**src/hw/rate_servo_pkg.sv**
```systemverilog
package rate_servo_pkg;

    //////////////////////////////
    // Widths
    localparam int WB_ADR_W = 22;            // Trigger and CSR address width
    localparam int WB_DAT_W = 32;
    localparam int WB_SEL_W = WB_DAT_W / 8;  // One select bit per byte lane
    localparam int THRESH_W = 18;            // Trigger threshold field
    localparam int BEAM_W   = 8;             // Beam index, low address byte

    localparam logic [THRESH_W-1:0] THRESH_MAX = '1;  // Saturation ceiling

    //////////////////////////////
    // Trigger address map
    localparam logic [WB_ADR_W-1:0] TRIG_CTRL_ADR  = 22'h000;  // Command and status word
    localparam logic [WB_ADR_W-1:0] TRIG_BEAM_BASE = 22'h100;  // Count on read, threshold on write
    localparam logic [WB_ADR_W-1:0] TRIG_CE_BASE   = 22'h200;  // Per-beam threshold enable

    // Software register map
    localparam int CSR_COUNT_BIT  = 8;   // Last measured counts
    localparam int CSR_THRESH_BIT = 9;   // Current thresholds
    localparam int CSR_TARGET_BIT = 0;   // Set for target, clear for K_P

    // Command words written to TRIG_CTRL_ADR
    typedef enum logic [WB_DAT_W-1:0] {
        CMD_START  = 32'd1,  // Begin a counting period
        CMD_UPDATE = 32'd2   // Load all enabled thresholds at once
    } trig_cmd_e;

    typedef enum logic [2:0] {
        BOOT, START, POLL, READ_COUNTS, STEP, WRITE_THRESH, APPLY, UPDATE
    } loop_state_e;

    typedef enum logic [1:0] {
        IDLE, READ, WRITE, ACK
    } csr_state_e;

    // Wishbone classic request, master to slave
    typedef struct packed {
        logic                cyc;
        logic                stb;
        logic                we;
        logic [WB_ADR_W-1:0] adr;
        logic [WB_DAT_W-1:0] dat;
        logic [WB_SEL_W-1:0] sel;
    } wb_req_t;

    // One trigger access, sequencer to bus master
    typedef struct packed {
        logic                we;
        logic [WB_ADR_W-1:0] adr;
        logic [WB_DAT_W-1:0] dat;
    } trig_cmd_t;

endpackage

```
**src/hw/servo_csr_slave.sv**
```systemverilog
module servo_csr_slave #(
    parameter int NBEAMS       = 4,
    parameter int START_KP     = 1,
    parameter int START_TARGET = 100
) (
    input  logic                                            wb_clk_i,
    input  logic                                            arst_n_i,
    input  logic                                            wb_cyc_i,
    input  logic                                            wb_stb_i,
    input  logic                                            wb_we_i,
    input  logic [rate_servo_pkg::WB_ADR_W-1:0]             wb_adr_i,
    input  logic [rate_servo_pkg::WB_DAT_W-1:0]             wb_dat_i,
    input  logic [rate_servo_pkg::WB_SEL_W-1:0]             wb_sel_i,
    input  logic [NBEAMS-1:0][rate_servo_pkg::WB_DAT_W-1:0] counts_i,
    input  logic [NBEAMS-1:0][rate_servo_pkg::THRESH_W-1:0] thresh_i,
    output logic                                            wb_ack_o,
    output logic [rate_servo_pkg::WB_DAT_W-1:0]             wb_dat_o,
    output logic [rate_servo_pkg::WB_DAT_W-1:0]             kp_o,
    output logic [rate_servo_pkg::WB_DAT_W-1:0]             target_o
);
    import rate_servo_pkg::*;

    csr_state_e          state_q;
    logic [WB_DAT_W-1:0] resp_q;      // Read data, held through ACK
    logic [WB_DAT_W-1:0] kp_q;
    logic [WB_DAT_W-1:0] target_q;
    logic [BEAM_W-1:0]   beam;
    logic                beam_ok;     // Index lands on a real beam
    logic                loop_reg;    // Neither count nor threshold space

    assign beam     = wb_adr_i[BEAM_W-1:0];
    assign beam_ok  = beam < NBEAMS;
    assign loop_reg = !wb_adr_i[CSR_COUNT_BIT] && !wb_adr_i[CSR_THRESH_BIT];

    //////////////////////////////
    // Request FSM
    always_ff @(posedge wb_clk_i or negedge arst_n_i) begin
        if (!arst_n_i) begin
            state_q  <= IDLE;
            kp_q     <= WB_DAT_W'(START_KP);
            target_q <= WB_DAT_W'(START_TARGET);
        end else begin
            unique case (state_q)
                IDLE:        if (wb_cyc_i && wb_stb_i) state_q <= wb_we_i ? WRITE : READ;
                READ, WRITE: state_q <= ACK;
                ACK:         state_q <= IDLE;   // Master drops stb after ack
                default:     state_q <= IDLE;
            endcase
            // Byte-lane write to the loop registers only
            if (state_q == WRITE && loop_reg) begin
                for (int b = 0; b < WB_SEL_W; b++) begin
                    if (wb_sel_i[b] && wb_adr_i[CSR_TARGET_BIT])
                        target_q[8*b +: 8] <= wb_dat_i[8*b +: 8];
                    else if (wb_sel_i[b])
                        kp_q[8*b +: 8] <= wb_dat_i[8*b +: 8];
                end
            end
        end
    end

    // Read response, loaded in READ
    always_ff @(posedge wb_clk_i) begin
        if (state_q == READ) begin
            if (wb_adr_i[CSR_COUNT_BIT])
                resp_q <= beam_ok ? counts_i[beam] : '0;
            else if (wb_adr_i[CSR_THRESH_BIT])
                resp_q <= beam_ok ? WB_DAT_W'(thresh_i[beam]) : '0;  // Zero-extended
            else
                resp_q <= wb_adr_i[CSR_TARGET_BIT] ? target_q : kp_q;
        end
    end

    assign wb_ack_o = (state_q == ACK);
    assign wb_dat_o = resp_q;
    assign kp_o     = kp_q;
    assign target_o = target_q;

    // Single-cycle ack, so a held request is never acked twice
    a_ack_pulse : assert property (@(posedge wb_clk_i) disable iff (!arst_n_i)
        wb_ack_o |=> !wb_ack_o);

endmodule

```
**src/hw/rate_loop_seq.sv**
```systemverilog
module rate_loop_seq #(
    parameter int NBEAMS      = 4,
    parameter int BOOT_CYCLES = 31
) (
    input  logic                                wb_clk_i,
    input  logic                                arst_n_i,
    input  logic                                cmd_done_i,
    input  logic [rate_servo_pkg::WB_DAT_W-1:0] rsp_dat_i,
    input  logic [rate_servo_pkg::THRESH_W-1:0] next_thresh_i,
    output logic                                cmd_valid_o,
    output rate_servo_pkg::trig_cmd_t           cmd_o,
    output logic [rate_servo_pkg::BEAM_W-1:0]   beam_idx_o,
    output logic                                count_we_o,
    output logic                                step_en_o,
    output logic                                commit_o
);
    import rate_servo_pkg::*;

    localparam int BOOT_W = $clog2(BOOT_CYCLES) + 1;

    loop_state_e       state_q;
    logic [BEAM_W-1:0] beam_q;
    logic [BOOT_W-1:0] boot_q;      // Boot delay, counts down to zero
    logic              beam_last;   // Current beam is the highest one
    logic              beam_step;   // Advance to the next beam this cycle
    logic              beam_state;  // States that walk the beams over the bus

    assign beam_last  = (beam_q == BEAM_W'(NBEAMS - 1));
    assign beam_state = state_q inside {WRITE_THRESH, APPLY, READ_COUNTS};
    assign beam_step  = (beam_state && cmd_done_i) || state_q == STEP;

    //////////////////////////////
    // Loop FSM
    always_ff @(posedge wb_clk_i or negedge arst_n_i) begin
        if (!arst_n_i) begin
            state_q <= BOOT;
            beam_q  <= '0;
            boot_q  <= BOOT_W'(BOOT_CYCLES - 1);
        end else begin
            if (beam_step) beam_q <= beam_last ? '0 : beam_q + 1'b1;
            if (state_q == BOOT && boot_q != '0) boot_q <= boot_q - 1'b1;

            unique case (state_q)
                BOOT:         if (boot_q == '0) state_q <= WRITE_THRESH;
                WRITE_THRESH: if (beam_step && beam_last) state_q <= APPLY;
                APPLY:        if (beam_step && beam_last) state_q <= UPDATE;
                UPDATE:       if (cmd_done_i) state_q <= START;
                START:        if (cmd_done_i) state_q <= POLL;
                POLL:         if (cmd_done_i && rsp_dat_i[0]) state_q <= READ_COUNTS;  // Period over
                READ_COUNTS:  if (beam_step && beam_last) state_q <= STEP;
                STEP:         if (beam_last) state_q <= WRITE_THRESH;   // One beam per cycle
                default:      state_q <= BOOT;
            endcase
        end
    end

    // Command for the current state and beam
    always_comb begin
        cmd_o = '{we: 1'b1, adr: TRIG_CTRL_ADR, dat: '0};
        unique case (state_q)
            START:  cmd_o.dat = CMD_START;
            UPDATE: cmd_o.dat = CMD_UPDATE;
            POLL:   cmd_o.we  = 1'b0;           // Status read, bit 0 is done
            READ_COUNTS: begin
                cmd_o.we  = 1'b0;
                cmd_o.adr = TRIG_BEAM_BASE + WB_ADR_W'(beam_q);
            end
            WRITE_THRESH: begin
                cmd_o.adr = TRIG_BEAM_BASE + WB_ADR_W'(beam_q);
                cmd_o.dat = WB_DAT_W'(next_thresh_i);
            end
            APPLY: begin
                cmd_o.adr = TRIG_CE_BASE + WB_ADR_W'(beam_q);
                cmd_o.dat = WB_DAT_W'(1);       // Enable this beam's new threshold
            end
            default: ;
        endcase
    end

    // Every state but BOOT and STEP talks to the trigger
    assign cmd_valid_o = !(state_q inside {BOOT, STEP});
    assign beam_idx_o  = beam_q;
    assign count_we_o  = (state_q == READ_COUNTS) && cmd_done_i;
    assign step_en_o   = (state_q == STEP);
    assign commit_o    = (state_q == UPDATE) && cmd_done_i;  // Trigger took the update

    // Master latches cmd_o once; it must hold until the access is over
    a_cmd_stable : assert property (@(posedge wb_clk_i) disable iff (!arst_n_i)
        (cmd_valid_o && !cmd_done_i) |=> (cmd_o == $past(cmd_o)));

endmodule

```
**src/hw/threshold_bank.sv**
```systemverilog
module threshold_bank #(
    parameter int NBEAMS       = 4,
    parameter int START_THRESH = 3500,
    parameter int COUNT_MARGIN = 10
) (
    input  logic                                            wb_clk_i,
    input  logic                                            arst_n_i,
    input  logic [rate_servo_pkg::BEAM_W-1:0]               beam_idx_i,
    input  logic                                            count_we_i,
    input  logic [rate_servo_pkg::WB_DAT_W-1:0]             count_i,
    input  logic                                            step_en_i,
    input  logic                                            commit_i,
    input  logic [rate_servo_pkg::WB_DAT_W-1:0]             kp_i,
    input  logic [rate_servo_pkg::WB_DAT_W-1:0]             target_i,
    output logic [NBEAMS-1:0][rate_servo_pkg::WB_DAT_W-1:0] counts_o,
    output logic [NBEAMS-1:0][rate_servo_pkg::THRESH_W-1:0] thresh_o,
    output logic [rate_servo_pkg::THRESH_W-1:0]             next_thresh_o
);
    import rate_servo_pkg::*;

    localparam int EXT_W = WB_DAT_W + 1;   // One spare bit, no wrap in compares
    localparam logic [THRESH_W-1:0] START_V = THRESH_W'(START_THRESH);

    logic [NBEAMS-1:0][WB_DAT_W-1:0] counts_q;
    logic [NBEAMS-1:0][THRESH_W-1:0] thresh_q;   // Applied in the trigger
    logic [NBEAMS-1:0][THRESH_W-1:0] next_q;     // Waiting for the next update
    logic [THRESH_W-1:0]             cur_thr;
    logic [THRESH_W-1:0]             stepped;
    logic [EXT_W-1:0]                cnt_x;
    logic [EXT_W-1:0]                tgt_x;
    logic [EXT_W-1:0]                up_sum;

    //////////////////////////////
    // Saturating step for the selected beam
    always_comb begin
        cur_thr = thresh_q[beam_idx_i];
        cnt_x   = EXT_W'(counts_q[beam_idx_i]);
        tgt_x   = EXT_W'(target_i);
        up_sum  = EXT_W'(cur_thr) + EXT_W'(kp_i);
        stepped = cur_thr;                                   // Inside the band, hold
        if (cnt_x > tgt_x + EXT_W'(COUNT_MARGIN))            // Too many triggers, raise
            stepped = (up_sum > EXT_W'(THRESH_MAX)) ? THRESH_MAX : up_sum[THRESH_W-1:0];
        else if (cnt_x + EXT_W'(COUNT_MARGIN) < tgt_x)       // Too few, lower
            stepped = (kp_i > WB_DAT_W'(cur_thr)) ? '0 : cur_thr - kp_i[THRESH_W-1:0];
    end

    always_ff @(posedge wb_clk_i or negedge arst_n_i) begin
        if (!arst_n_i) begin
            counts_q <= '0;
            thresh_q <= {NBEAMS{START_V}};
            next_q   <= {NBEAMS{START_V}};
        end else begin
            if (count_we_i) counts_q[beam_idx_i] <= count_i;
            if (step_en_i)  next_q[beam_idx_i]   <= stepped;
            if (commit_i)   thresh_q             <= next_q;  // All beams at once
        end
    end

    assign counts_o      = counts_q;
    assign thresh_o      = thresh_q;
    assign next_thresh_o = next_q[beam_idx_i];

    // Sequencer beam counter must stay inside the bank
    a_beam_range : assert property (@(posedge wb_clk_i) disable iff (!arst_n_i)
        (count_we_i || step_en_i || commit_i) |-> (beam_idx_i < NBEAMS));

endmodule

```
**src/hw/trig_bus_master.sv**
```systemverilog
module trig_bus_master (
    input  logic                                wb_clk_i,
    input  logic                                arst_n_i,
    input  logic                                cmd_valid_i,
    input  rate_servo_pkg::trig_cmd_t           cmd_i,
    input  logic                                trig_ack_i,
    input  logic [rate_servo_pkg::WB_DAT_W-1:0] trig_dat_i,
    output logic                                cmd_done_o,
    output logic [rate_servo_pkg::WB_DAT_W-1:0] rsp_dat_o,
    output rate_servo_pkg::wb_req_t             trig_req_o
);
    import rate_servo_pkg::*;

    // DONE keeps a still-valid command from being taken twice
    typedef enum logic [1:0] {M_IDLE, M_BUSY, M_DONE} mst_state_e;

    mst_state_e          state_q;
    trig_cmd_t           cmd_q;     // Latched access
    logic [WB_DAT_W-1:0] rsp_q;
    logic                active;

    always_ff @(posedge wb_clk_i or negedge arst_n_i) begin
        if (!arst_n_i) state_q <= M_IDLE;
        else begin
            unique case (state_q)
                M_IDLE:  if (cmd_valid_i) state_q <= M_BUSY;
                M_BUSY:  if (trig_ack_i) state_q <= M_DONE;   // No timeout, waits forever
                default: state_q <= M_IDLE;
            endcase
        end
    end

    always_ff @(posedge wb_clk_i) begin
        if (state_q == M_IDLE && cmd_valid_i) cmd_q <= cmd_i;
        if (state_q == M_BUSY && trig_ack_i)  rsp_q <= trig_dat_i;  // Read data on ack edge
    end

    assign active     = (state_q == M_BUSY);
    assign cmd_done_o = (state_q == M_DONE);
    assign rsp_dat_o  = rsp_q;
    assign trig_req_o = '{cyc: active, stb: active, we: cmd_q.we, adr: cmd_q.adr,
                          dat: cmd_q.dat, sel: {WB_SEL_W{active}}};

    a_stb_hold : assert property (@(posedge wb_clk_i) disable iff (!arst_n_i)
        (trig_req_o.stb && !trig_ack_i) |=> trig_req_o.stb);

endmodule

```
**src/hw/rate_servo_top.sv**
```systemverilog
module rate_servo_top #(
    parameter int NBEAMS       = 4,
    parameter int START_THRESH = 3500,
    parameter int START_TARGET = 100,
    parameter int START_KP     = 1,
    parameter int COUNT_MARGIN = 10,
    parameter int BOOT_CYCLES  = 31
) (
    input  logic                                wb_clk_i,
    input  logic                                arst_n_i,
    // Software slave port
    input  logic                                wb_cyc_i,
    input  logic                                wb_stb_i,
    input  logic                                wb_we_i,
    input  logic [rate_servo_pkg::WB_ADR_W-1:0] wb_adr_i,
    input  logic [rate_servo_pkg::WB_DAT_W-1:0] wb_dat_i,
    input  logic [rate_servo_pkg::WB_SEL_W-1:0] wb_sel_i,
    output logic                                wb_ack_o,
    output logic [rate_servo_pkg::WB_DAT_W-1:0] wb_dat_o,
    // Trigger master port
    output rate_servo_pkg::wb_req_t             trig_req_o,
    input  logic                                trig_ack_i,
    input  logic [rate_servo_pkg::WB_DAT_W-1:0] trig_dat_i
);
    import rate_servo_pkg::*;

    logic [WB_DAT_W-1:0]             kp, target;
    logic [NBEAMS-1:0][WB_DAT_W-1:0] counts;
    logic [NBEAMS-1:0][THRESH_W-1:0] thresh;
    logic [THRESH_W-1:0]             next_thresh;
    logic [BEAM_W-1:0]               beam_idx;
    logic                            count_we, step_en, commit;
    logic                            cmd_valid, cmd_done;
    trig_cmd_t                       cmd;
    logic [WB_DAT_W-1:0]             rsp_dat;     // Poll status and beam counts

    //////////////////////////////
    // Input side
    servo_csr_slave #(.NBEAMS(NBEAMS), .START_KP(START_KP), .START_TARGET(START_TARGET)) u_csr (
        .wb_clk_i, .arst_n_i, .wb_cyc_i, .wb_stb_i, .wb_we_i, .wb_adr_i, .wb_dat_i, .wb_sel_i,
        .counts_i(counts), .thresh_i(thresh), .wb_ack_o, .wb_dat_o,
        .kp_o(kp), .target_o(target));

    // Processing
    rate_loop_seq #(.NBEAMS(NBEAMS), .BOOT_CYCLES(BOOT_CYCLES)) u_seq (
        .wb_clk_i, .arst_n_i, .cmd_done_i(cmd_done), .rsp_dat_i(rsp_dat),
        .next_thresh_i(next_thresh), .cmd_valid_o(cmd_valid), .cmd_o(cmd),
        .beam_idx_o(beam_idx), .count_we_o(count_we), .step_en_o(step_en), .commit_o(commit));

    threshold_bank #(.NBEAMS(NBEAMS), .START_THRESH(START_THRESH),
                     .COUNT_MARGIN(COUNT_MARGIN)) u_bank (
        .wb_clk_i, .arst_n_i, .beam_idx_i(beam_idx), .count_we_i(count_we), .count_i(rsp_dat),
        .step_en_i(step_en), .commit_i(commit), .kp_i(kp), .target_i(target),
        .counts_o(counts), .thresh_o(thresh), .next_thresh_o(next_thresh));

    // Output side
    trig_bus_master u_mst (
        .wb_clk_i, .arst_n_i, .cmd_valid_i(cmd_valid), .cmd_i(cmd), .trig_ack_i, .trig_dat_i,
        .cmd_done_o(cmd_done), .rsp_dat_o(rsp_dat), .trig_req_o);

endmodule

```
**config.mk**
```make
export PLATFORM = sky130hd
export DESIGN_NAME = rate_servo_top
export DESIGN_NICKNAME = d
export VERILOG_FILES = /design/src/hw/rate_servo_pkg.sv /design/src/hw/servo_csr_slave.sv /design/src/hw/rate_loop_seq.sv /design/src/hw/threshold_bank.sv /design/src/hw/trig_bus_master.sv /design/src/hw/rate_servo_top.sv
export SDC_FILE = /design/constraint.sdc
export NUM_CORES = 1
export LEC_CHECK = 0
export BUFFER_PORTS_ARGS = -buffer_cell sky130_fd_sc_hd__buf_2
export CAP_MARGIN = 30
export CORE_AREA = 5 5 305 307
export DETAILED_ROUTE_END_ITERATION = 10
export DIE_AREA = 0 0 310 312
export PLACE_DENSITY_LB_ADDON = 0.12
export SYNTH_ARGS = -nofsm -noshare
export SYNTH_HDL_FRONTEND = slang
export SYNTH_SLANG_ARGS = --single-unit
```
**constraint.sdc**
```tcl
create_clock -name wb_clk_i -period 5.8 [get_ports wb_clk_i]
set_input_delay 1.16 -clock wb_clk_i [delete_from_list [all_inputs] [get_ports wb_clk_i]]
set_output_delay 1.16 -clock wb_clk_i [all_outputs]
set_load 0.1 [all_outputs]
```
==> metrics.yaml, run 1 <==
status:
  outcome: "finished clean"
sta:
  timing.final.max_slew_violations: 0
  pin_slew_with_the_least_headroom_to_its_limit_ps: 934
  worst_clock_skew_ps: 43.6
  worst_slew_margin_rel_pct: 37.5
  final.period_utilization_pct: 94.9
  finalHoldViolCount: 0
  setup_tns_ps: 0
  setup_violations: 0
  fin_crit_ps: 5500
  max_freq_ghz: 0.182
floorplanning:
  io_pins: 190
  die_w_um: 310
  initial_utilization_pct: 29.8
  design.die.area_sq_mm: 0.0967
  coreArea_sq_mm: 0.0897
  placementRows: 110
  die_height_um: 312
logic_synthesis:
  ys_seq_area_share_pct: 44.2
  postSynthAreaPerCell_sq_um: 12.0
  yosys_most_used_dff: "sky130_fd_sc_hd__dfrtp_1"
  asyncSetResetFlopFracSynth_pct: 79.3
  yosys_register_bits: 450
  syn_inst: 2232
  post_synth_num_cell_types: 91
  ys_warn_count: 0
  syn_area_sq_mm: 0.0267
  number_of_enable_flip_flop_cells_after_synthesis: 93
clocking:
  post_cts_resized: 0
  post_cts_repair_timing_setup_buffer_count: 0
  tritoncts.num_buffers: 54
  h-tree-depth: 2
  cts_tree: "built"
  clock_sink_count: 450
  insertion_delay_ps: 630
  clock_tree.buffer_depth: 3
  clock_pin_slew_worst_setup_and_hold_paths_ps: 70
  ctsRootBufferMaster: "sky130_fd_sc_hd__clkbuf_16"
  cts_hold_buffers: 0
global_routing:
  grt_pass1_vias: 19400
  grt_overflow_total: 0
  antenna_found_initial: 3
  pin_count_of_the_biggest_net_entering_global_routing: 150
  groute.usage.overall_pct: 16.7
  grt_first_pass_wirelength_um: 124000
worst_setup_path:
  worstPathMaxFanout: 11
  cp.arrival_ps: 5990
  worstSetupEndpointType: "flip-flop"
  crit_path_top_delay_cell: "sky130_fd_sc_hd__a311oi_1"
  critical_path.most_common_cell: "sky130_fd_sc_hd__nand2_1"
  timing.reg2reg.setup_slack_ps: 300
  crit-reg2reg-launch: "u_seq.beam_idx_o[0]$_DFFE_PN0P_"
  path_cells: "mux4_2, ha_1, or2_2, and3_1, nand2_1, nor2_1, and3_1, nand2_1, xnor2_1, ha_1, nand2_1, o21bai_1, nor4b_1, o221ai_1, o2111a_1, nand2_1, buf_4, a21oi_1, a311oi_1, o31ai_1"
  timing_worst_setup_path_type: "reg2reg"
  launching_element_type_of_the_critical_path: "flip-flop"
  worst-endpoint-required_ps: 6280
  cp_slowest_stage_delay_ps: 670
  setup.worst_path.end: "u_bank.next_q[19]$_DFFE_PN0P_"
  r2r_cells: 20
  critical_path_start: "u_seq.beam_idx_o[0]$_DFFE_PN0P_"
  worstReg2RegEnd: "u_bank.next_q[19]$_DFFE_PN0P_"
finish:
  mostFrequentLayoutCells: "291 x sky130_fd_sc_hd__dfrtp_1, 267 x sky130_fd_sc_hd__mux2_2, 197 x sky130_fd_sc_hd__nand2_1, 150 x sky130_fd_sc_hd__buf_2, 135 x sky130_fd_sc_hd__ha_1"
  filler_cell_count: 8999
  layout-area-overhead-vs-synth_pct: 15.0
  drive_gt1_share_pct: 32.8
  design.final.nets: 2618
  mostFrequentLayoutCell: "sky130_fd_sc_hd__dfrtp_1"
  post-route-cell-area_sq_mm: 0.0307
pwr:
  total_leakage_power_uw: 0.0131
  power.density_mw_per_mm2: 551
  maximum_ir_drop_on_the_vdd_rail_mv: 0.315
  pnr_total_power_uw: 16900
place:
  portBuffers: 151
  detailed_place.area_sq_mm: 0.0288
  hpwl_um: 60100
  finalWeightedCongestion: 0.851
route:
  wirelength_um: 81500
  postRouteAntennaNets: 0
  route.vias.total: 18300
  drcViolationCount: 0
  post_drt_via_cell_ratio: 5.07
  drt_first_pass_iters: 5
  drc_violation_total_after_the_first_tritonroute_iteration: 1057
  routedWlPerCell_um: 22.6
job:
  timing.max_cap.violations: 0
worst_hold_path:
  worst_hold_path_type: "reg2reg"
==> layer usage <==
layer	track usage (%)	part of all wire [%]	vias to the layer above
met5	0	0	-
met4	3.36	1.9	0
met3	2.16	3.7	87
met2	27.2	47	366
met1	24.2	48	9337
li1	-	-	8518
==> worst min path at each step <==
stage               cells past startpoint                      endpoint  slack, ps                          from
global route                            2  u_bank.next_q[3]$_DFFE_PN1P_        500  u_bank.next_q[3]$_DFFE_PN1P_
floorplan                               1   u_seq.boot_q[5]$_DFFE_PN0P_        450   u_seq.boot_q[5]$_DFFE_PN0P_
global placement                        1   u_seq.boot_q[5]$_DFFE_PN0P_        470   u_seq.boot_q[5]$_DFFE_PN0P_
detailed placement                      1   u_seq.boot_q[5]$_DFFE_PN0P_        470   u_seq.boot_q[5]$_DFFE_PN0P_
CTS                                     1   u_seq.boot_q[5]$_DFFE_PN0P_        480   u_seq.boot_q[5]$_DFFE_PN0P_
finish                                  1   u_seq.boot_q[5]$_DFFE_PN0P_        480   u_seq.boot_q[5]$_DFFE_PN0P_
==> sequential cells by signal (all words and copies together), names as in the netlist, 6 cells and up <==
signal,flops
u_mst.trig_req_o,29
u_mst.rsp_dat_o,32
u_bank.thresh_o,72
u_seq.beam_idx_o,8
u_bank.counts_o,128
u_bank.next_q,72
u_csr.kp_o,32
u_csr.wb_dat_o,32
u_csr.target_o,32
u_seq.boot_q,6
==> Yosys cell counts (18+ instances only) <==
| cell type | n | area (sq um) |
|---|---|---|
| sky130_fd_sc_hd__and2_1 | 18 | 113 |
| sky130_fd_sc_hd__dfrtp_1 | 293 | 7330 |
| sky130_fd_sc_hd__inv_1 | 103 | 387 |
| sky130_fd_sc_hd__nand2_1 | 200 | 751 |
| sky130_fd_sc_hd__nor2b_1 | 31 | 194 |
| sky130_fd_sc_hd__mux2_2 | 267 | 3010 |
| sky130_fd_sc_hd__buf_4 | 36 | 270 |
| sky130_fd_sc_hd__nand4_1 | 24 | 150 |
| sky130_fd_sc_hd__buf_1 | 27 | 101 |
| sky130_fd_sc_hd__dfstp_2 | 64 | 1680 |
| sky130_fd_sc_hd__xnor2_1 | 78 | 683 |
| sky130_fd_sc_hd__a21oi_1 | 82 | 410 |
| sky130_fd_sc_hd__buf_2 | 18 | 90.1 |
| sky130_fd_sc_hd__nand3_1 | 36 | 180 |
| sky130_fd_sc_hd__ha_1 | 136 | 1700 |
| sky130_fd_sc_hd__mux4_2 | 116 | 2610 |
| sky130_fd_sc_hd__o21ai_0 | 77 | 385 |
| sky130_fd_sc_hd__nor3_1 | 30 | 150 |
| sky130_fd_sc_hd__nor2_1 | 85 | 319 |
| sky130_fd_sc_hd__xor2_1 | 19 | 166 |
| sky130_fd_sc_hd__edfxtp_1 | 93 | 2790 |
| sky130_fd_sc_hd__mux2i_1 | 36 | 360 |
| sky130_fd_sc_hd__o31ai_1 | 76 | 571 |
| sky130_fd_sc_hd__clkbuf_1 | 50 | 188 |
==> where the power goes <==
part           switching, uW  total (uW)  internal [uW]
registers                939        5330           4390
clock network           1410        3420           2010
logic                   5250        8170           2920
==> area by class of cell <==
| class | instances | area [sq um] | share of cell area (%) |
|---|---|---|---|
| antenna | 2 | 5.00 | 0.0163 |
| clock buffer | 76 | 1560 | 5.07 |
| clock inverter | 26 | 241 | 0.786 |
| inverter | 103 | 387 | 1.26 |
| multi-input combinational | 1563 | 13900 | 45.2 |
| sequential | 450 | 11800 | 38.5 |
| tap | 1176 | 1470 | 4.79 |
| timing repair buffer | 212 | 1360 | 4.43 |
==> logic make-up (layout without fill, tap and decap cells) <==
kind of cell / count (synthesis) / after routing / share of synthesized area, %
simple gates: 527 / 527 / 10.5
flops: 450 / 450 / 44.2
mux: 419 / 419 / 22.4
compound gates: 356 / 356 / 8.93
buf+inv: 244 / 417 / 4.31
fa+ha+maj: 138 / 138 / 6.52
xor+xnor: 97 / 97 / 3.18
other cells: 1 / 28 / 0.0140
==> critical path, delay by kind of cell, from the launching register on <==
| family | cells | cell delay [ps] |
|---|---|---|
| adder cells (fa/ha/maj) | 2 | 480 |
| AO/OA/AOI/OAI | 6 | 1710 |
| buffers and inverters | 1 | 180 |
| flip-flops | 1 | 550 |
| AND/OR/NAND/NOR | 9 | 1720 |
| XOR/XNOR | 1 | 120 |
| multiplexers | 1 | 610 |
==> stage by stage <==
| stage | instances | util (%) | worst slack, ps | hold WS [ps] |
|---|---|---|---|---|
| floorplan | 2257 | - | 1150 | 446 |
| global placement | 3496 | 32.1 | 258 | 467 |
| detailed placement | 3498 | 32.1 | 246 | 468 |
| CTS | 3600 | 34.1 | 184 | 481 |
| global route | 3606 | 34.2 | -7.92 | 498 |
| finish | 3608 | 34.2 | 299 | 479 |
No activity file was read; power rests on OpenSTA's default activity.
==> inputs of run 2 (changes only) <==
==> constraint.sdc (replaced) <==
create_clock -name wb_clk_i -period 6.42 [get_ports wb_clk_i]
set_input_delay 1.284 -clock wb_clk_i [delete_from_list [all_inputs] [get_ports wb_clk_i]]
set_output_delay 1.284 -clock wb_clk_i [all_outputs]
set_load 0.1 [all_outputs]
==> run 2 against run 1 <==
Compared with the run above:
- maximum frequency fell by 5.1%
- core utilization fell by 0.18 points
- largest cell class unchanged
- clock skew fell by 16 ps
- critical path type unchanged
- critical endpoint is now u_bank.next_q[1]$_DFFE_PN0P_
==> metrics.yaml, run 2 (synthesis gave the netlist of run 1 again) <==
floorplanning:
  placementRows: 110  # unchanged
  die_height_um: 312  # unchanged
  die_w_um: 310  # unchanged
  design.die.area_sq_mm: 0.0967  # unchanged
  io_pins: 190  # unchanged
  coreArea_sq_mm: 0.0897  # unchanged
  initial_utilization_pct: 29.8  # unchanged
route:
  post_drt_via_cell_ratio: 5.11  # +0.65%
  postRouteAntennaNets: 0  # unchanged
  route.vias.total: 18400  # +0.43%
  drc_violation_total_after_the_first_tritonroute_iteration: 873  # -17%
  wirelength_um: 81800  # +0.40%
  drcViolationCount: 0  # unchanged
  drt_first_pass_iters: 8  # +3
  routedWlPerCell_um: 22.7  # +0.62%
global_routing:
  pin_count_of_the_biggest_net_entering_global_routing: 137  # -8.7%
  grt_overflow_total: 0  # unchanged
  groute.usage.overall_pct: 16.8  # +0.080 points
  grt_first_pass_wirelength_um: 125000  # +0.31%
  grt_pass1_vias: 19400  # +0.11%
  antenna_found_initial: 7  # +4
pwr:
  design_internal_power_uw: 8310  # -11%
  total_leakage_power_uw: 0.0131  # -0.57%
  power.sequential.fraction_pct: 32.0  # +0.5 points
  power.density_mw_per_mm2: 496  # -9.9%
  netSwitchingPower_uw: 6850  # -9.9%
  power.combinational.fraction_pct: 48.1  # -0.2 points
  power.switching_fraction_pct: 45.2  # +0.27 points
  pnr_total_power_uw: 15200  # -10%
  power.share.clock_pct: 19.9  # -0.3 points
  maximum_ir_drop_on_the_vdd_rail_mv: 0.233  # -26%
worst_setup_path:
  worst-endpoint-required_ps: 6880  # +600 ps
  worstReg2RegEnd: "u_bank.next_q[1]$_DFFE_PN0P_"
  cp.arrival_ps: 6250  # +260 ps
  crit-reg2reg-launch: "u_seq.beam_idx_o[1]$_DFFE_PN0P_"
  timing.reg2reg.setup_slack_ps: 620  # +330 ps
  r2r_cells: 13  # -35%
  worstSetupEndpointType: "flip-flop"
  worstPathMaxFanout: 32  # +21
  launching_element_type_of_the_critical_path: "flip-flop"
  timing_worst_setup_path_type: "reg2reg"
clocking:
  post_cts_repair_timing_setup_buffer_count: 0  # unchanged
  h-tree-depth: 2  # unchanged
  clock_pin_slew_worst_setup_and_hold_paths_ps: 60  # about the same
  insertion_delay_ps: 620  # about the same
  cts_hold_buffers: 0  # unchanged
  tritoncts.num_buffers: 55  # +1.9%
  clock_sink_count: 450  # unchanged
  post_cts_resized: 0  # unchanged
  clock_tree.buffer_depth: 3  # unchanged
  cts_tree: "built"
  ctsRootBufferMaster: "sky130_fd_sc_hd__clkbuf_16"
place:
  hpwl_um: 60100  # about the same
  detailed_place.area_sq_mm: 0.0288  # -0.26%
  finalWeightedCongestion: 0.858  # +0.81%
  portBuffers: 151  # unchanged
  dpl_worst_slack_ps: 560  # +314 ps
finish:
  layout-area-overhead-vs-synth_pct: 14.4
  design.final.nets: 2608  # -0.38%
  drive_gt1_share_pct: 32.5  # -0.29 points
  mostFrequentLayoutCells: "291 x sky130_fd_sc_hd__dfrtp_1, 267 x sky130_fd_sc_hd__mux2_2, 197 x sky130_fd_sc_hd__nand2_1, 150 x sky130_fd_sc_hd__buf_2, 135 x sky130_fd_sc_hd__ha_1"
  mostFrequentLayoutCell: "sky130_fd_sc_hd__dfrtp_1"
  post-route-cell-area_sq_mm: 0.0306  # -0.53%
  largest_register_ffs: 128  # unchanged
  filler_cell_count: 9014  # +0.17%
sta:
  finalHoldViolCount: 0  # unchanged
  worst_clock_skew_ps: 27.6  # -15.9 ps
  pin_slew_with_the_least_headroom_to_its_limit_ps: 973  # +38.7 ps
  worst_slew_margin_rel_pct: 35.1  # -2.4 points
  max_freq_ghz: 0.173  # -5.1%
  final_critical_path_setup_slack_ps: 625  # +326 ps
  setup_tns_ps: 0  # unchanged
  timing.final.max_slew_violations: 0  # unchanged
  unrepaired_setup_endpoints_after_global_routing: "no"
  fin_crit_ps: 5800  # +294 ps
  final.period_utilization_pct: 90.3  # -4.6 points
  setup_violations: 0  # unchanged
status:
  outcome: "finished clean"
worst_hold_path:
  hold_start: "u_seq.boot_q[5]$_DFFE_PN0P_"
  whs_endpoint: "u_seq.boot_q[5]$_DFFE_PN0P_"
  worst_hold_path_type: "reg2reg"
  whs_path_depth: 1  # unchanged
job:
  timing.max_cap.violations: 0  # unchanged
[run 2: changes by cell type in the layout (fill, tap and decap cells not counted), moves of 2 or more]
cell	before	now
sky130_fd_sc_hd__buf_12	9	4
sky130_fd_sc_hd__buf_4	50	43
sky130_fd_sc_hd__bufinv_16	3	1
sky130_fd_sc_hd__clkbuf_1	13	15
sky130_fd_sc_hd__clkbuf_8	6	8
sky130_fd_sc_hd__clkinv_2	8	11
[run 2: power by group through the flow]
stage | registers (uW) | clock network, uW | logic [uW]
after floorplan | 5570 | 0 | 4570
after global placement | 4860 | 0 | 7250
after detailed placement | 4910 | 0 | 7320
after CTS | 4870 | 3130 | 7360
after global routing | 5010 | 3250 | 7910
final | 4860 | 3020 | 7290
[run 2: worst max-delay path: stages (launching register included)]
cell and delay, ps:
sky130_fd_sc_hd__dfrtp_4 840, sky130_fd_sc_hd__buf_12 270, sky130_fd_sc_hd__buf_4 340, sky130_fd_sc_hd__mux4_2 450, sky130_fd_sc_hd__ha_1 590, sky130_fd_sc_hd__o21bai_1 170
sky130_fd_sc_hd__a2111o_1 510, sky130_fd_sc_hd__and4_1 220, sky130_fd_sc_hd__nor3_2 350, sky130_fd_sc_hd__nor3_1 130, sky130_fd_sc_hd__a2111oi_4 360, sky130_fd_sc_hd__nand4_4 660
sky130_fd_sc_hd__nor3b_2 550, sky130_fd_sc_hd__o31ai_1 130
[run 2: worst max-delay path by stage]
stage / start / endpoint / depth (start not counted)
final: u_seq.beam_idx_o[1]$_DFFE_PN0P_ / u_bank.next_q[1]$_DFFE_PN0P_ / 13
after global routing: u_csr.target_o[2]$_DFFE_PN1P_ / u_bank.next_q[1]$_DFFE_PN0P_ / 18
after CTS: u_seq.beam_idx_o[1]$_DFFE_PN0P_ / u_bank.next_q[19]$_DFFE_PN0P_ / 13
after detailed placement: u_seq.beam_idx_o[1]$_DFFE_PN0P_ / u_bank.next_q[19]$_DFFE_PN0P_ / 13
after global placement: u_seq.beam_idx_o[1]$_DFFE_PN0P_ / u_bank.next_q[19]$_DFFE_PN0P_ / 13
after floorplan: u_csr.target_o[2]$_DFFE_PN1P_ / u_bank.next_q[16]$_DFFE_PN0P_ / 19
[run 2: area by class of cell]
cell class | count | area (sq um) | share of cell area, %
Tap cell | 1176 | 1470 | 4.81
Clock buffer | 80 | 1590 | 5.21
Clock inverter | 24 | 165 | 0.540
Timing Repair Buffer | 201 | 1230 | 4.04
Sequential cell | 450 | 11800 | 38.7
Multi-Input combinational cell | 1563 | 13900 | 45.4
Inverter | 103 | 387 | 1.27
Antenna cell | 3 | 7.51 | 0.0246
[run 2: per-layer routing]
metal  GRT usage (%)  up-vias  part of all wire, %
met2            27.1      389                   46
met3            2.84      100                  4.5
met5               0        -                0.016
met1            23.9     9364                   47
met4            3.80        2                  2.3
li1                -     8532                    -
[run 2: per-stage QoR]
stage                     hold WS [ps]  utilization [%]  std cells
after floorplan                    446                -       2257
after global placement             466             32.0       3490
after detailed placement           470             32.1       3492
after CTS                          480             34.0       3596
after global routing               498             34.0       3597
final                              481             34.1       3600
==> inputs of run 3 (changes only) <==
--- a/config.mk
+++ b/config.mk
@@ -7,9 +7,11 @@
 export LEC_CHECK = 0
 export BUFFER_PORTS_ARGS = -buffer_cell sky130_fd_sc_hd__buf_2
 export CAP_MARGIN = 30
-export CORE_AREA = 5 5 305 307
+export CELL_PAD_IN_SITES_DETAIL_PLACEMENT = 0
+export CELL_PAD_IN_SITES_GLOBAL_PLACEMENT = 1
+export CORE_AREA = 5 5 238 240
 export DETAILED_ROUTE_END_ITERATION = 10
-export DIE_AREA = 0 0 310 312
+export DIE_AREA = 0 0 243 245
 export PLACE_DENSITY_LB_ADDON = 0.12
 export SYNTH_ARGS = -nofsm -noshare
 export SYNTH_HDL_FRONTEND = slang
==> run 3 against run 2 <==
Compared with the run above:
- critical path depth grew 6
- non-clock buffer count shrank 9
- via count is essentially flat
- sequential cell count is the same
- core utilization grew 21 points
- largest cell class unchanged
- wire length shrank 11%
==> metrics.yaml, run 3 (synthesis gave the netlist of run 1 again) <==
clocking:
  tritoncts.num_buffers: 51  # -7.3%
  cts_tree: "built"
  h-tree-depth: 2  # unchanged
  cts_hold_buffers: 0  # unchanged
  clock_tree.buffer_depth: 3  # unchanged
  clock_sink_count: 450  # unchanged
  post_cts_resized: 0  # unchanged
  ctsRootBufferMaster: "sky130_fd_sc_hd__clkbuf_16"
  clock_pin_slew_worst_setup_and_hold_paths_ps: 60  # about the same
  post_cts_repair_timing_setup_buffer_count: 0  # unchanged
  insertion_delay_ps: 600  # -20 ps
status:
  outcome: "finished clean"
global_routing:
  pin_count_of_the_biggest_net_entering_global_routing: 165  # +20%
  grt_pass1_vias: 18800  # -3.0%
  grt_overflow_total: 0  # unchanged
  antenna_found_initial: 2  # -5
  grt_first_pass_wirelength_um: 113000  # -9.0%
  groute.usage.overall_pct: 24.4  # +7.5 points
sta:
  setup_tns_ps: 0  # unchanged
  timing.final.max_slew_violations: 0  # unchanged
  pin_slew_with_the_least_headroom_to_its_limit_ps: 972  # -1.38 ps
  whs_ps: 475  # -5.80 ps
  max_freq_ghz: 0.177  # +2.3%
  setup_violations: 0  # unchanged
  worst_slew_margin_rel_pct: 35.2  # +0.092 points
  finalHoldViolCount: 0  # unchanged
  final.period_utilization_pct: 88.2  # -2.1 points
  fin_crit_ps: 5660  # -132 ps
  unrepaired_setup_endpoints_after_global_routing: "no"
  worst_clock_skew_ps: 16.0  # -11.6 ps
place:
  finalWeightedCongestion: 0.872  # +1.6%
  portBuffers: 151  # unchanged
  hpwl_um: 53600  # -11%
  detailed_place.area_sq_mm: 0.0281  # -2.3%
floorplanning:
  io_pins: 190  # unchanged
  placementRows: 86  # -22%
  die_w_um: 243  # -22%
  coreArea_sq_mm: 0.0544  # -39%
  design.die.area_sq_mm: 0.0595  # -38%
  die_height_um: 245  # -21%
  initial_utilization_pct: 49.1  # +19 points
worst_setup_path:
  worst_path_dominant_cell_family: "simple AND/OR/NAND/NOR gates"
  crit_path_top_delay_cell: "sky130_fd_sc_hd__a31o_1"
  path_cells: "ha_1, nor2_1, nor2_1, nand2_1, nor3_1, nand2_1, nor4_1, xnor2_1, ha_1, and4_1, nor4bb_1, a41oi_1, o41ai_1, a31o_1, nor4_4, nand4_4, buf_4, nor3_2, o31ai_1"
  cp.arrival_ps: 6150  # -100 ps
  critical_path.n_buffers_inverters: 1  # -1
  timing_worst_setup_path_type: "reg2reg"
  launching_element_type_of_the_critical_path: "flip-flop"
  worst-endpoint-required_ps: 6910  # +30 ps
  cp_slowest_stage_delay_ps: 690  # -150 ps
  worstSetupEndpointType: "flip-flop"
  worstPathMaxFanout: 18  # -44%
route:
  dr_wl_met2_um: 34500  # -9.0%
  met3WireLength_um: 3340  # -9.0%
  routedWlPerCell_um: 23.5  # +3.5%
  post_drt_via_cell_ratio: 5.92  # +16%
  postRouteAntennaNets: 0  # unchanged
  highest_layer_used_for_signal_routing: "met5"
  drt_first_pass_iters: 5  # -3
  drcViolationCount: 0  # unchanged
  drc_violation_total_after_the_first_tritonroute_iteration: 1269  # +45%
  route.vias.total: 18400  # +0.027%
  met1Wirelength_um: 33400  # -13%
  wirelength_um: 73100  # -11%
finish:
  design.final.nets: 2595  # -0.50%
  mostFrequentLayoutCells: "291 x sky130_fd_sc_hd__dfrtp_1, 267 x sky130_fd_sc_hd__mux2_2, 197 x sky130_fd_sc_hd__nand2_1, 150 x sky130_fd_sc_hd__buf_2, 135 x sky130_fd_sc_hd__ha_1"
  layout-area-overhead-vs-synth_pct: 12.0
  drive_gt1_share_pct: 32.4  # -0.14 points
  post-route-cell-area_sq_mm: 0.0299  # -2.1%
  mostFrequentLayoutCell: "sky130_fd_sc_hd__dfrtp_1"
  num_antenna_cells: 0  # -3
  filler_cell_count: 4697  # -48%
  largest_register_ffs: 128  # unchanged
job:
  timing.max_cap.violations: 0  # unchanged
worst_hold_path:
  worst_hold_path_type: "reg2reg"
pwr:
  maximum_ir_drop_on_the_vdd_rail_mv: 0.408  # +75%
  total_leakage_power_uw: 0.0130  # -0.42%
  power.density_mw_per_mm2: 505  # +1.8%
## run 3: cell types whose count changed in the layout (fill, tap and decap cells not counted), moves of 4 or more
cell / change
sky130_fd_sc_hd__clkbuf_1: -5
sky130_fd_sc_hd__clkinv_2: -6
sky130_fd_sc_hd__clkbuf_16: -5
sky130_fd_sc_hd__bufinv_16: +8
sky130_fd_sc_hd__clkinvlp_4: +4
sky130_fd_sc_hd__buf_4: -6
## run 3: report_power, final
group / total (uW) / internal (uW) / leakage [uW] / switching, uW
clock network: 3140 / 1910 / 0.000869 / 1230
logic: 7120 / 2540 / 0.00663 / 4580
registers: 4860 / 3970 / 0.00551 / 887
## run 3: area by class of cell
class                   instances  area [sq um]  area share [%]
clock buffers                  67          1410            4.70
clock inverters                29           412            1.38
inverters                     103           387            1.29
multi-input cells            1563         13900            46.4
flip-flops and latches        450         11800            39.5
well taps                     704           881            2.94
repair buffers                192          1130            3.78
## run 3: through the flow
stage / utilization, % / total power, uW / std cells / setup WS [ps]
floorplan: - / 10100 / 2257 / 1770
global placement: 51.6 / 11900 / 3010 / 771
detailed placement: 51.6 / 12000 / 3012 / 793
CTS: 55.0 / 15200 / 3108 / 759
global route: 55.0 / 16000 / 3108 / 462
finish: 55.0 / 15100 / 3108 / 757
## run 3: layer usage
layer  vias up  global-route usage, %
li1       8458                      -
met1      9410                   34.8
met2       408                   39.3
met3       112                   3.42
met4         4                   6.89
met5         -                      0
## run 3: final timing paths
check	end	depth (start not counted)	slack, ps	startpoint
worst max-delay path	u_bank.next_q[7]$_DFFE_PN1P_	19	760	u_csr.target_o[2]$_DFFE_PN1P_
worst min-delay path	u_seq.boot_q[5]$_DFFE_PN0P_	1	480	u_seq.boot_q[5]$_DFFE_PN0P_
worst max register to register	u_bank.next_q[7]$_DFFE_PN1P_	19	760	u_csr.target_o[2]$_DFFE_PN1P_
worst min register to register	u_seq.boot_q[5]$_DFFE_PN0P_	1	480	u_seq.boot_q[5]$_DFFE_PN0P_
max in group asynchronous	u_bank.counts_o[123]$_DFFE_PN0P_	2	4270	arst_n_i
min in group asynchronous	u_bank.thresh_o[6]$_DFFE_PN0P_	1	710	arst_n_i
